## config.mk

```make
export PLATFORM = sky130hd
export DESIGN_NAME = pagerank_cu
export DESIGN_NICKNAME = d
export VERILOG_FILES = /design/src/hw/pr_pkg.sv /design/src/hw/cmd_port_if.sv /design/src/hw/sync_fifo.sv /design/src/hw/vertex_job_control.sv /design/src/hw/edge_job_control.sv /design/src/hw/edge_data_control.sv /design/src/hw/read_cmd_arbiter.sv /design/src/hw/rank_sum_kernel.sv /design/src/hw/pagerank_cu.sv
export SDC_FILE = /design/constraint.sdc
export NUM_CORES = 1
export LEC_CHECK = 0
export BUFFER_PORTS_ARGS = -buffer_cell sky130_fd_sc_hd__buf_4
export CAP_MARGIN = 20
export CORE_UTILIZATION = 45
export CTS_BUF_LIST = sky130_fd_sc_hd__clkbuf_2 sky130_fd_sc_hd__clkbuf_4 sky130_fd_sc_hd__clkbuf_8
export DETAILED_ROUTE_END_ITERATION = 8
export GPL_ROUTABILITY_DRIVEN = 0
export HOLD_SLACK_MARGIN = 0.15
export SLEW_MARGIN = 10
export SYNTH_ARGS = -nofsm -noshare
export SYNTH_HDL_FRONTEND = slang
export SYNTH_SLANG_ARGS = --single-unit
```

## constraint.sdc

```tcl
create_clock -name clock -period 10 [get_ports clock]
set_input_delay 1.5 -clock clock [delete_from_list [all_inputs] [get_ports clock]]
set_output_delay 1.5 -clock clock [all_outputs]
set_load 0.02 [all_outputs]
```

## src/hw/pr_pkg.sv

```systemverilog
package pr_pkg;

	//////////////////////////////////////////////////////////////////////
	// Widths and depths
	//////////////////////////////////////////////////////////////////////

	localparam int VERTEX_W          = 16;
	localparam int ADDR_W            = 16;
	localparam int RANK_W            = 32;
	localparam int COUNT_W           = 32;
	localparam int VERTEX_FIFO_DEPTH = 4;
	localparam int CMD_FIFO_DEPTH    = 8;
	// Also the limit on edge reads in flight
	localparam int EDGE_ID_DEPTH     = 4;

	//////////////////////////////////////////////////////////////////////
	// Types
	//////////////////////////////////////////////////////////////////////

	typedef logic [VERTEX_W-1:0] vertex_id_t;

	typedef enum logic {
		RD_EDGE_JOB  = 1'b0,
		RD_EDGE_DATA = 1'b1
	} read_kind_t;

	typedef struct packed {
		vertex_id_t          id;
		logic [ADDR_W-1:0]   edge_base;
		logic [VERTEX_W-1:0] degree;
	} vertex_job_t;

	typedef struct packed {
		read_kind_t        kind;
		logic [ADDR_W-1:0] addr;
	} read_cmd_t;

endpackage

```

## src/hw/cmd_port_if.sv

```systemverilog
`timescale 1ns/1ps

interface cmd_port_if #(
	parameter int AW = 1
) ();
	logic          req;
	logic          ack;
	logic          kind;
	logic [AW-1:0] addr;

	// Command producer holds kind and addr while req is high
	modport source (output req, output kind, output addr, input ack);

	// Arbiter side
	modport sink (input req, input kind, input addr, output ack);

endinterface

```

## src/hw/sync_fifo.sv

```systemverilog
`timescale 1ns/1ps

module sync_fifo #(
	parameter type T     = logic,
	parameter int  DEPTH = 4
) (
	input  logic clock,
	input  logic rstn,
	input  logic push,
	input  T     data_in,
	input  logic pop,
	output T     data_out,
	output logic empty,
	output logic full
);

	localparam int PTR_W = (DEPTH > 1) ? $clog2(DEPTH) : 1;
	localparam int CNT_W = $clog2(DEPTH + 1);

	T                 mem [DEPTH];
	logic [PTR_W-1:0] rd_ptr;
	logic [PTR_W-1:0] wr_ptr;
	logic [CNT_W-1:0] count;

	// Storage
	always_ff @(posedge clock) begin
		if (push) begin
			mem[wr_ptr] <= data_in;
		end
	end

	always_ff @(posedge clock or negedge rstn) begin
		if (!rstn) begin
			rd_ptr <= '0;
			wr_ptr <= '0;
			count  <= '0;
		end else begin
			if (push) begin
				wr_ptr <= (wr_ptr == PTR_W'(DEPTH - 1)) ? '0 : wr_ptr + 1'b1;
			end
			if (pop) begin
				rd_ptr <= (rd_ptr == PTR_W'(DEPTH - 1)) ? '0 : rd_ptr + 1'b1;
			end
			count <= count + CNT_W'(push) - CNT_W'(pop);
		end
	end

	// Head item is visible without a pop
	assign data_out = mem[rd_ptr];
	assign empty    = (count == '0);
	assign full     = (count == CNT_W'(DEPTH));

	assert property (@(posedge clock) disable iff (!rstn) !(push && full) && !(pop && empty))
		else $error("sync_fifo overflow or underflow");

endmodule

```

## src/hw/vertex_job_control.sv

```systemverilog
`timescale 1ns/1ps

module vertex_job_control
	import pr_pkg::*;
(
	input  logic                clock,
	input  logic                rstn,
	input  logic                vtx_req,
	input  vertex_id_t          vtx_id,
	input  logic [ADDR_W-1:0]   vtx_edge_base,
	input  logic [VERTEX_W-1:0] vtx_degree,
	input  logic                vertex_done,
	output logic                vtx_ack,
	output logic                start,
	output vertex_job_t         job
);

	vertex_job_t job_in;
	vertex_job_t job_head;
	logic        push;
	logic        pop;
	logic        empty;
	logic        full;
	logic        busy;

	assign job_in = '{id: vtx_id, edge_base: vtx_edge_base, degree: vtx_degree};

	//////////////////////////////////////////////////////////////////////
	// Intake handshake
	//////////////////////////////////////////////////////////////////////

	// Job enters the queue on the same edge that raises ack
	assign push = vtx_req && !vtx_ack && !full;

	always_ff @(posedge clock or negedge rstn) begin
		if (!rstn) begin
			vtx_ack <= 1'b0;
		end else if (push) begin
			vtx_ack <= 1'b1;
		end else if (!vtx_req) begin
			vtx_ack <= 1'b0;
		end
	end

	sync_fifo #(
		.T    (vertex_job_t),
		.DEPTH(VERTEX_FIFO_DEPTH)
	) job_fifo_inst (
		.clock   (clock),
		.rstn    (rstn),
		.push    (push),
		.data_in (job_in),
		.pop     (pop),
		.data_out(job_head),
		.empty   (empty),
		.full    (full)
	);

	//////////////////////////////////////////////////////////////////////
	// Dispatch of one vertex at a time
	//////////////////////////////////////////////////////////////////////

	assign pop = !busy && !empty;

	always_ff @(posedge clock or negedge rstn) begin
		if (!rstn) begin
			busy  <= 1'b0;
			start <= 1'b0;
		end else begin
			start <= pop;
			if (pop) begin
				busy <= 1'b1;
			end else if (vertex_done) begin
				busy <= 1'b0;
			end
		end
	end

	// Held until the next dispatch
	always_ff @(posedge clock) begin
		if (pop) begin
			job <= job_head;
		end
	end

endmodule

```

## src/hw/edge_job_control.sv

```systemverilog
`timescale 1ns/1ps

module edge_job_control
	import pr_pkg::*;
(
	input  logic        clock,
	input  logic        rstn,
	input  logic        start,
	input  vertex_job_t job,
	input  logic        edge_id_pop,
	cmd_port_if.source  cmd
);

	localparam int CREDIT_W = $clog2(EDGE_ID_DEPTH + 1);

	logic                active;
	logic [VERTEX_W-1:0] idx;
	logic [CREDIT_W-1:0] credits;
	logic                launch;

	assign cmd.kind = RD_EDGE_JOB;

	// Next edge read once the last handshake is fully closed and a credit is free
	assign launch = active && (idx != job.degree) && !cmd.req && !cmd.ack &&
		(credits < CREDIT_W'(EDGE_ID_DEPTH));

	always_ff @(posedge clock or negedge rstn) begin
		if (!rstn) begin
			active  <= 1'b0;
			idx     <= '0;
			cmd.req <= 1'b0;
			credits <= '0;
		end else begin
			if (start) begin
				active <= 1'b1;
				idx    <= '0;
			end else if (active && idx == job.degree) begin
				active <= 1'b0;
			end else if (launch) begin
				idx <= idx + 1'b1;
			end
			if (launch) begin
				cmd.req <= 1'b1;
			end else if (cmd.ack) begin
				cmd.req <= 1'b0;
			end
			// Credit taken at request and returned when the id leaves the buffer
			credits <= credits + CREDIT_W'(launch) - CREDIT_W'(edge_id_pop);
		end
	end

	always_ff @(posedge clock) begin
		if (launch) begin
			cmd.addr <= job.edge_base + ADDR_W'(idx);
		end
	end

	assert property (@(posedge clock) disable iff (!rstn)
		credits <= CREDIT_W'(EDGE_ID_DEPTH) && !(edge_id_pop && credits == '0))
		else $error("edge read credits out of range");

endmodule

```

## src/hw/edge_data_control.sv

```systemverilog
`timescale 1ns/1ps

module edge_data_control
	import pr_pkg::*;
(
	input  logic              clock,
	input  logic              rstn,
	input  logic              rsp_valid,
	input  read_kind_t        rsp_kind,
	input  logic [RANK_W-1:0] rsp_data,
	output logic              edge_id_pop,
	output logic              contrib_valid,
	output logic [RANK_W-1:0] contrib,
	cmd_port_if.source        cmd
);

	logic       id_push;
	logic       id_empty;
	logic       id_full;
	logic       data_rsp;
	vertex_id_t id_head;

	//////////////////////////////////////////////////////////////////////
	// Response routing by kind
	//////////////////////////////////////////////////////////////////////

	assign id_push  = rsp_valid && (rsp_kind == RD_EDGE_JOB);
	assign data_rsp = rsp_valid && (rsp_kind == RD_EDGE_DATA);

	// Neighbor id buffer with room guaranteed by the edge read credits
	sync_fifo #(
		.T    (vertex_id_t),
		.DEPTH(EDGE_ID_DEPTH)
	) edge_id_fifo_inst (
		.clock   (clock),
		.rstn    (rstn),
		.push    (id_push),
		.data_in (rsp_data[VERTEX_W-1:0]),
		.pop     (edge_id_pop),
		.data_out(id_head),
		.empty   (id_empty),
		.full    (id_full)
	);

	//////////////////////////////////////////////////////////////////////
	// Rank reads
	//////////////////////////////////////////////////////////////////////

	assign cmd.kind = RD_EDGE_DATA;
	// Head stays put until the pop, so addr is stable during req
	assign cmd.addr = ADDR_W'(id_head);
	assign edge_id_pop = cmd.req && cmd.ack;

	always_ff @(posedge clock or negedge rstn) begin
		if (!rstn) begin
			cmd.req       <= 1'b0;
			contrib_valid <= 1'b0;
		end else begin
			if (!id_empty && !cmd.req && !cmd.ack) begin
				cmd.req <= 1'b1;
			end else if (cmd.ack) begin
				cmd.req <= 1'b0;
			end
			contrib_valid <= data_rsp;
		end
	end

	always_ff @(posedge clock) begin
		if (data_rsp) begin
			contrib <= rsp_data;
		end
	end

	assert property (@(posedge clock) disable iff (!rstn) !(id_push && id_full))
		else $error("neighbor id arrived with the buffer full");

endmodule

```

## src/hw/read_cmd_arbiter.sv

```systemverilog
`timescale 1ns/1ps

module read_cmd_arbiter
	import pr_pkg::*;
(
	input  logic              clock,
	input  logic              rstn,
	input  logic              cmd_ack,
	cmd_port_if.sink          edge_job,
	cmd_port_if.sink          edge_data,
	output logic              cmd_req,
	output read_kind_t        cmd_kind,
	output logic [ADDR_W-1:0] cmd_addr
);

	logic [1:0] pending;
	logic [1:0] grant;
	logic       last;
	logic       push;
	logic       launch;
	logic       q_empty;
	logic       q_full;
	read_cmd_t  push_cmd;
	read_cmd_t  q_head;

	//////////////////////////////////////////////////////////////////////
	// Round-robin grant into the command queue
	//////////////////////////////////////////////////////////////////////

	assign pending[0] = edge_job.req && !edge_job.ack;
	assign pending[1] = edge_data.req && !edge_data.ack;

	// last set means source 1 won last time
	always_comb begin
		grant = 2'b00;
		if (!q_full) begin
			if (pending[0] && (!pending[1] || last)) begin
				grant[0] = 1'b1;
			end else if (pending[1]) begin
				grant[1] = 1'b1;
			end
		end
	end

	assign push     = |grant;
	assign push_cmd = grant[0] ?
		read_cmd_t'{kind: read_kind_t'(edge_job.kind), addr: edge_job.addr} :
		read_cmd_t'{kind: read_kind_t'(edge_data.kind), addr: edge_data.addr};

	always_ff @(posedge clock or negedge rstn) begin
		if (!rstn) begin
			last          <= 1'b1;
			edge_job.ack  <= 1'b0;
			edge_data.ack <= 1'b0;
		end else begin
			if (push) begin
				last <= grant[1];
			end
			// Ack rises with the push and falls after req
			if (grant[0]) begin
				edge_job.ack <= 1'b1;
			end else if (!edge_job.req) begin
				edge_job.ack <= 1'b0;
			end
			if (grant[1]) begin
				edge_data.ack <= 1'b1;
			end else if (!edge_data.req) begin
				edge_data.ack <= 1'b0;
			end
		end
	end

	sync_fifo #(
		.T    (read_cmd_t),
		.DEPTH(CMD_FIFO_DEPTH)
	) cmd_fifo_inst (
		.clock   (clock),
		.rstn    (rstn),
		.push    (push),
		.data_in (push_cmd),
		.pop     (launch),
		.data_out(q_head),
		.empty   (q_empty),
		.full    (q_full)
	);

	//////////////////////////////////////////////////////////////////////
	// Outgoing command port
	//////////////////////////////////////////////////////////////////////

	assign launch = !q_empty && !cmd_req && !cmd_ack;

	always_ff @(posedge clock or negedge rstn) begin
		if (!rstn) begin
			cmd_req <= 1'b0;
		end else if (launch) begin
			cmd_req <= 1'b1;
		end else if (cmd_ack) begin
			cmd_req <= 1'b0;
		end
	end

	always_ff @(posedge clock) begin
		if (launch) begin
			cmd_kind <= q_head.kind;
			cmd_addr <= q_head.addr;
		end
	end

	assert property (@(posedge clock) disable iff (!rstn)
		edge_job.req && $past(edge_job.req) |-> $stable({edge_job.kind, edge_job.addr}))
		else $error("edge job command changed while req high");

	assert property (@(posedge clock) disable iff (!rstn)
		edge_data.req && $past(edge_data.req) |-> $stable({edge_data.kind, edge_data.addr}))
		else $error("edge data command changed while req high");

endmodule

```

## src/hw/rank_sum_kernel.sv

```systemverilog
`timescale 1ns/1ps

module rank_sum_kernel
	import pr_pkg::*;
(
	input  logic               clock,
	input  logic               rstn,
	input  logic               start,
	input  vertex_job_t        job,
	input  logic               contrib_valid,
	input  logic [RANK_W-1:0]  contrib,
	input  logic               wr_ack,
	output logic               vertex_done,
	output logic               wr_req,
	output vertex_id_t         wr_vertex,
	output logic [RANK_W-1:0]  wr_sum,
	output logic [COUNT_W-1:0] vertex_count,
	output logic [COUNT_W-1:0] edge_count
);

	logic                active;
	logic [VERTEX_W-1:0] received;
	logic [RANK_W-1:0]   sum;

	always_ff @(posedge clock or negedge rstn) begin
		if (!rstn) begin
			active       <= 1'b0;
			received     <= '0;
			wr_req       <= 1'b0;
			vertex_done  <= 1'b0;
			vertex_count <= '0;
			edge_count   <= '0;
		end else begin
			vertex_done <= 1'b0;
			if (start) begin
				active   <= 1'b1;
				received <= '0;
			end else begin
				if (contrib_valid) begin
					received <= received + 1'b1;
				end
				// All contributions in and the previous write fully closed
				if (active && received == job.degree && !wr_req && !wr_ack) begin
					active <= 1'b0;
					wr_req <= 1'b1;
				end
			end
			if (wr_req && wr_ack) begin
				wr_req       <= 1'b0;
				vertex_done  <= 1'b1;
				vertex_count <= vertex_count + 1'b1;
			end
			if (contrib_valid) begin
				edge_count <= edge_count + 1'b1;
			end
		end
	end

	// Unsigned sum that wraps at 32 bits
	always_ff @(posedge clock) begin
		if (start) begin
			sum <= '0;
		end else if (contrib_valid) begin
			sum <= sum + contrib;
		end
	end

	assign wr_vertex = job.id;
	assign wr_sum    = sum;

	assert property (@(posedge clock) disable iff (!rstn) contrib_valid |-> active && !start)
		else $error("contribution outside an active vertex");

endmodule

```

## src/hw/pagerank_cu.sv

```systemverilog
`timescale 1ns/1ps

module pagerank_cu
	import pr_pkg::*;
(
	input  logic                clock,
	input  logic                rstn,
	input  logic                vtx_req,
	output logic                vtx_ack,
	input  vertex_id_t          vtx_id,
	input  logic [ADDR_W-1:0]   vtx_edge_base,
	input  logic [VERTEX_W-1:0] vtx_degree,
	output logic                cmd_req,
	input  logic                cmd_ack,
	output read_kind_t          cmd_kind,
	output logic [ADDR_W-1:0]   cmd_addr,
	input  logic                rsp_valid,
	input  read_kind_t          rsp_kind,
	input  logic [RANK_W-1:0]   rsp_data,
	output logic                wr_req,
	input  logic                wr_ack,
	output vertex_id_t          wr_vertex,
	output logic [RANK_W-1:0]   wr_sum,
	output logic [COUNT_W-1:0]  vertex_count,
	output logic [COUNT_W-1:0]  edge_count
);

	logic              start;
	vertex_job_t       job;
	logic              vertex_done;
	logic              edge_id_pop;
	logic              contrib_valid;
	logic [RANK_W-1:0] contrib;

	cmd_port_if #(.AW(ADDR_W)) edge_job_cmd ();
	cmd_port_if #(.AW(ADDR_W)) edge_data_cmd ();

	//////////////////////////////////////////////////////////////////////
	// Vertex intake and edge reads
	//////////////////////////////////////////////////////////////////////

	vertex_job_control vertex_job_control_inst (
		.clock        (clock),
		.rstn         (rstn),
		.vtx_req      (vtx_req),
		.vtx_id       (vtx_id),
		.vtx_edge_base(vtx_edge_base),
		.vtx_degree   (vtx_degree),
		.vertex_done  (vertex_done),
		.vtx_ack      (vtx_ack),
		.start        (start),
		.job          (job)
	);

	edge_job_control edge_job_control_inst (
		.clock      (clock),
		.rstn       (rstn),
		.start      (start),
		.job        (job),
		.edge_id_pop(edge_id_pop),
		.cmd        (edge_job_cmd.source)
	);

	edge_data_control edge_data_control_inst (
		.clock        (clock),
		.rstn         (rstn),
		.rsp_valid    (rsp_valid),
		.rsp_kind     (rsp_kind),
		.rsp_data     (rsp_data),
		.edge_id_pop  (edge_id_pop),
		.contrib_valid(contrib_valid),
		.contrib      (contrib),
		.cmd          (edge_data_cmd.source)
	);

	//////////////////////////////////////////////////////////////////////
	// Shared command path and sum
	//////////////////////////////////////////////////////////////////////

	read_cmd_arbiter read_cmd_arbiter_inst (
		.clock    (clock),
		.rstn     (rstn),
		.cmd_ack  (cmd_ack),
		.edge_job (edge_job_cmd.sink),
		.edge_data(edge_data_cmd.sink),
		.cmd_req  (cmd_req),
		.cmd_kind (cmd_kind),
		.cmd_addr (cmd_addr)
	);

	rank_sum_kernel rank_sum_kernel_inst (
		.clock        (clock),
		.rstn         (rstn),
		.start        (start),
		.job          (job),
		.contrib_valid(contrib_valid),
		.contrib      (contrib),
		.wr_ack       (wr_ack),
		.vertex_done  (vertex_done),
		.wr_req       (wr_req),
		.wr_vertex    (wr_vertex),
		.wr_sum       (wr_sum),
		.vertex_count (vertex_count),
		.edge_count   (edge_count)
	);

endmodule

```

Word level (Yosys, flattened, before mapping). Memory sizes are Yosys's and may differ from the RTL's. A register that Yosys moved wholly into a read port is not among the register bits. Index checks and enable logic that the tools add are counted.

$add $sub $neg: 20. Magnitude comparators: 1. Equal/unequal tests: 16. Multiplexer cells: 44. Reduce and logical (&&, ||, !) cells: 53. Bitwise logic cells: 1.

Operators with widths (count): 16-bit 2-to-1 mux (5); 32-bit by 1-bit adder with 32-bit output (second input constant) (2); 16-bit by 1-bit adder with 16-bit output (second input constant) (2); 32-bit adder (1); 16-bit == test (2); 1-bit 2-to-1 mux (31); 1-bit logical AND (22); 2-bit nonzero test (9); 17-bit 2-to-1 mux (1); 16-bit adder (1); 16-bit inequality test (1); 1-bit zero test (15); 2-bit 2-to-1 mux (5); 3-bit by 1-bit adder with 3-bit output (3); 3-bit == test (second input constant) (3); 3-bit by 1-bit subtractor with 3-bit output (3); 2-bit by 1-bit adder with 2-bit output (second input constant) (4); 2-bit == test (second input constant) (4); 2-bit by 1-bit inequality test with 1-bit output (second input constant) (4); 3-bit by 1-bit adder with 3-bit output (second input constant) (2); 3-bit zero test (2); 3-bit 2-to-1 mux (2); 4-bit by 1-bit adder with 4-bit output (1); 4-bit == test (second input constant) (1); other kinds (8) (9).

Bits in writable memories: 392. Logic and storage cells: 169. Bits in registers: 217. Bits of input ports: 87. Memories kept: 3. Output and inout bits: 132.

Memory list: vertex_job_control_inst.job_fifo_inst.mem (depth 4, bits a word 48, rd ports 1, clocked after memory_dff 1, write ports 1, line sync_fifo.sv:20) `T mem [DEPTH];`; read_cmd_arbiter_inst.cmd_fifo_inst.mem (depth 8, bits a word 17, rd ports 1, clocked after memory_dff 1, write ports 1, line sync_fifo.sv:20); edge_data_control_inst.edge_id_fifo_inst.mem (depth 4, bits a word 16, rd ports 1, clocked after memory_dff 0, write ports 1, line sync_fifo.sv:20).

Longest topological paths before layout.
Word-level depth: 10. Gate-level depth with buffers: 12. Mapped depth without buffers: 11.

By module. From an unflattened synthesis, not the netlist that was laid out.

Cells, all modules: 1777. Area, all modules: 28837.7 um^2.

Modules (own cells, without submodules): sync_fifo (vertex_job_control_inst.job_fifo_inst) (times used 1, area each 7393.3 um^2, seq. area each 5940.7 um^2, cells an instance 287); rank_sum_kernel (times used 1, area each 6580.1 um^2, seq. area each 2717.6 um^2, cells an instance 690); sync_fifo (read_cmd_arbiter_inst.cmd_fifo_inst) (times used 1, area each 5839.4 um^2, seq. area each 4334.2 um^2, cells an instance 255); sync_fifo (edge_data_control_inst.edge_id_fifo_inst) (times used 1, area each 2761.4 um^2, seq. area each 2097.0 um^2, cells an instance 120); edge_job_control (times used 1, area each 2681.3 um^2, seq. area each 1006.0 um^2, cells an instance 274); vertex_job_control (times used 1, area each 1549.0 um^2, seq. area each 1516.5 um^2, cells an instance 56); edge_data_control (times used 1, area each 1053.5 um^2, seq. area each 1011.0 um^2, cells an instance 41); read_cmd_arbiter (times used 1, area each 979.7 um^2, seq. area each 611.8 um^2, cells an instance 54).

Least setup slack after synthesis. OpenSTA, ideal clock, no wires.

Path kind: reg2reg. Start: register vertex_job_control_inst.job_fifo_inst.count[1]. End: register vertex_job_control_inst.job_fifo_inst.count[2]. Library setup time: 0.125 ns. Clock period less this slack: 4.134 ns. Slack: 5.866 ns. Path buffers: 0. Cell stages (with the launch flop): 10. Required time: 9.875 ns. Arrival time: 4.009 ns. Cells stage by stage: dfrtp_1 -> nor3_1 -> nor2_1 -> ha_1 -> inv_1 -> ha_1 -> inv_1 -> fa_1 -> xnor2_1 -> xnor2_1.

Elaborated cells on any way between the ends: 8. Those cells by class: add/sub: 2; eq/ne: 1; reduce/logical: 5.

RTL lines: from (decl) (line sync_fifo.sv:23) `logic [CNT_W-1:0] count;`; from (signal assigned) (line sync_fifo.sv:44) `count <= count + CNT_W'(push) - CNT_W'(pop);`; 3-bit zero test (line sync_fifo.sv:50) `assign empty = (count == '0);`; 1-bit zero test (line vertex_job_control.sv:63) `assign pop = !busy && !empty;`; 1-bit logical AND (line vertex_job_control.sv:63); named net vertex_job_control_inst.job_fifo_inst.pop (line sync_fifo.sv:11) `input logic pop,`; 3-bit by 1-bit subtractor with 3-bit output (line sync_fifo.sv:44).

The timed path passes the listed nets, and every way through them passes these cells. A chain may end at the register's enable or synchronous reset.

Worst setup path after layout.
Start: input cmd_ack. End: register read_cmd_arbiter_inst.cmd_fifo_inst.count[2].

Longest elaborated chain between the ends: 3.

RTL lines: from (decl) (line pagerank_cu.sv:14) `input logic cmd_ack,`; 1-bit zero test (line read_cmd_arbiter.sv:91) `assign launch = !q_empty && !cmd_req && !cmd_ack;`; 1-bit logical AND (line read_cmd_arbiter.sv:91); named net read_cmd_arbiter_inst.cmd_fifo_inst.pop (line sync_fifo.sv:11); 4-bit by 1-bit subtractor with 4-bit output (line sync_fifo.sv:44); to (signal assigned) (line sync_fifo.sv:44); to (decl) (line sync_fifo.sv:23).

The timed path passes the listed nets, and every way through them passes these cells.

==> results.cfg <==
[status]
status = completed

[setup_path]
cp_cell_sequence = buf_4 -> or3_1 -> inv_1 -> ha_1 -> inv_1 -> ha_1 -> fa_1 -> xor2_1
crit_family = buffers and inverters
crit_buf_inv = 3
crit_fanout = 19
end_kind = flip-flop
cpPeakStageDelay_ns = 0.68
arrival_ns = 3.76
worstPathRequired_ns = 10.58
worstSetupPathType = input pin to flip-flop
cp_slowest_cell = inv_1
startpoint_type = input pin

[final_layout]
layout.nets = 2202
final_util = 0.5339
fillers = 5076
synthToLayoutAreaGrowth_pct = 17.19
fin_area_sq_um = 32950
drive_above_1_share = 0.2840

[route]
post_drt_wl_per_cell_microns = 19.58
routed_wirelength_microns = 57980
dr.pass1.iters = 5
detail_route.iter0.violations = 850
routed_via_density = 5.201
drcViolationCount = 0
vias = 15399
ant_nets = 0

[cts]
cts_tree = built
htreeDepth = 3
clk_pin_slew_ns = 0.06
insertion_delay_ns = 0.71
clockBufferDepth = 3
post_cts.repair.setup_buffers = 0
cts_hold_buf = 0
cts_sinks = 674
cts_resized = 0
root_buffer = clkbuf_8
cts_made_buffers = 111

[die]
pin_count = 219
core_area_sq_um = 61710
die_area_sq_um = 63480
die_x_microns = 252.0
initial_utilization = 0.4556
num_rows = 91
die_h_microns = 252.0

[grt]
grt_max_degree = 73
grt_pass1_vias = 16186
grt_pass1_wl_microns = 90690
globalRouteOverflowTotal = 0
antenna_found_initial = 2
grt.total_usage = 0.1856

[run]
cap_viol_max_count = 0

[sta]
min_period_ns = 3.182
fin_tns_setup_ns = 0
hold_violations = 0
rsz0062_at_grt = no
max_freq_ghz = 0.3142
finalSetupViolCount = 0
final_max_slew_viol_count = 0
skew_ns = 0.02333
finalCritPeriodShare = 0.3182
worst_pin_slew_ns = 1.101
relSlewSlack = 0.2635

[yosys]
synth_edf_count = 505
synth_common_cells = 505 x edfxtp_1, 136 x dfrtp_1, 110 x xnor2_1
synth_top_cell_area_share = 0.5394
yosysWarnings = 0
synth_cell_types = 78
synth_top_area_cell = edfxtp_1
synth_most_common_cell = edfxtp_1
yosys-top-cells-area = edfxtp_1 54%, dfrtp_1 12%, mux4_2 7.9%
synth_ff_type = edfxtp_1
synth.cell_area_sq_um = 28120
syn_inst = 1744
async_reset_ff_frac = 0.2033
seq_area_frac_synth = 0.6841
ys_ff_latch = 674
avgSynthCellArea_sq_um = 16.12
syn-num-nets = 1913

[pwr]
leakagePower_nw = 12.38
ir_drop_uv = 137.0
power_density_nw_per_um2 = 272.0

[placed_design]
dpl_cell_area_sq_um = 30730
hpwlAfterDp_microns = 37410
io_buffer_count = 218

[min_path]
hold_path.class = flip-flop to flip-flop
==> per-layer routing <==
layer	up-vias	global-route usage	part of all wire
li1	7209	-	-
met1	7723	0.2410	0.43
met2	356	0.3081	0.49
met3	111	0.04085	0.050
met4	0	0.06476	0.025
met5	-	0	0
==> state kept, by name, indices dropped and copies added (netlist names), 16 cells and up <==
| name | count |
|---|---|
| read_cmd_arbiter_inst.cmd_addr | 16 |
| edge_data_control_inst.contrib | 32 |
| edge_job_control_inst.idx | 16 |
| read_cmd_arbiter_inst.cmd_fifo_inst.mem | 136 |
| edge_data_control_inst.edge_id_fifo_inst.mem | 64 |
| rank_sum_kernel_inst.edge_count | 32 |
| rank_sum_kernel_inst.received | 16 |
| vertex_job_control_inst.job | 48 |
| rank_sum_kernel_inst.wr_sum | 32 |
| vertex_job_control_inst.job_fifo_inst.mem | 192 |
| rank_sum_kernel_inst.vertex_count | 32 |
| edge_job_control_inst.cmd.addr | 16 |
==> where the power goes <==
part | leakage, nW | internal (mW) | switching, mW | total (mW)
sequential | 6.66 | 3.70 | 0.328 | 4.03
clock | 1.17 | 1.28 | 1.07 | 2.35
combinational | 4.55 | 1.18 | 1.40 | 2.58
==> metrics by stage <==
stage / setup WS (ns) / hold WS, ns / total power, mW / std cells
after floorplan: 5.866 / 0.4020 / 5.859 / 1744
after global placement: 6.069 / 0.4106 / 6.625 / 2754
after detailed placement: 6.029 / 0.4149 / 6.699 / 2756
after CTS: 6.811 / 0.4425 / 9.085 / 2959
after global routing: 6.664 / 0.4531 / 9.465 / 2961
final: 6.818 / 0.4317 / 8.961 / 2961
==> worst paths after layout <==
check                                                  startpoint                                      endpoint  slack, ns  depth (start not counted)
worst max register to register  edge_data_control_inst.contrib[0]               rank_sum_kernel_inst.wr_sum[30]       6.96                         10
max in group asynchronous                                    rstn                 vertex_job_control_inst.start       7.71                          2
worst min-delay path             rank_sum_kernel_inst.vertex_done                  vertex_job_control_inst.busy       0.43                          1
worst max-delay path                                      cmd_ack  read_cmd_arbiter_inst.cmd_fifo_inst.count[2]       6.82                          8
min in group asynchronous                                    rstn                 read_cmd_arbiter_inst.cmd_req       0.80                          1
worst min register to register   rank_sum_kernel_inst.vertex_done                  vertex_job_control_inst.busy       0.43                          1
==> cell families (layout without fill, tap and decap cells) <==
group           count (synthesis)  count (layout)  synth area share
flops                         674             674            0.6841
buf+inv                       121             500           0.01856
xor+xnor                      155             155           0.04828
compound gates                182             182           0.04446
fa+ha+maj                      82              82           0.03809
simple gates                  375             375           0.06595
mux                           155             155            0.1005
other cells                     0               1                 0
==> cell usage in the layout (no fill, tap or decap), types with 7 or more instances in the layout <==
| cell | count |
|---|---|
| a21o_1 | 20 |
| nand4_1 | 37 |
| and2_1 | 9 |
| nor2b_1 | 9 |
| nand2b_1 | 11 |
| xor2_1 | 45 |
| nand2_1 | 88 |
| edfxtp_1 | 505 |
| nor2_2 | 7 |
| xnor2_1 | 110 |
| nand3_1 | 34 |
| dfxtp_1 | 32 |
| mux2i_1 | 18 |
| nor3_1 | 15 |
| clkbuf_8 | 117 |
| clkinv_2 | 19 |
| buf_4 | 236 |
| nor2_1 | 101 |
| clkbuf_4 | 38 |
| mux4_2 | 98 |
| or3_1 | 15 |
| o21ai_0 | 37 |
| a21oi_1 | 51 |
| clkinv_1 | 22 |
| ha_1 | 76 |
| and3_1 | 16 |
| dfrtp_1 | 130 |
| mux2_2 | 38 |
| inv_1 | 56 |
==> final cells by class <==
cell class	instances	area [sq um]	area share
tap	837	1047	0.03179
multi-input combinational	949	8412	0.2553
inverter	57	214.0	0.006494
clock inverter	48	291.5	0.008848
clock buffer	155	1896	0.05753
sequential	674	19240	0.5841
antenna	1	2.502	0.00007595
timing repair buffer	240	1841	0.05586
Note: power is estimated with default switching activity, not from simulation.
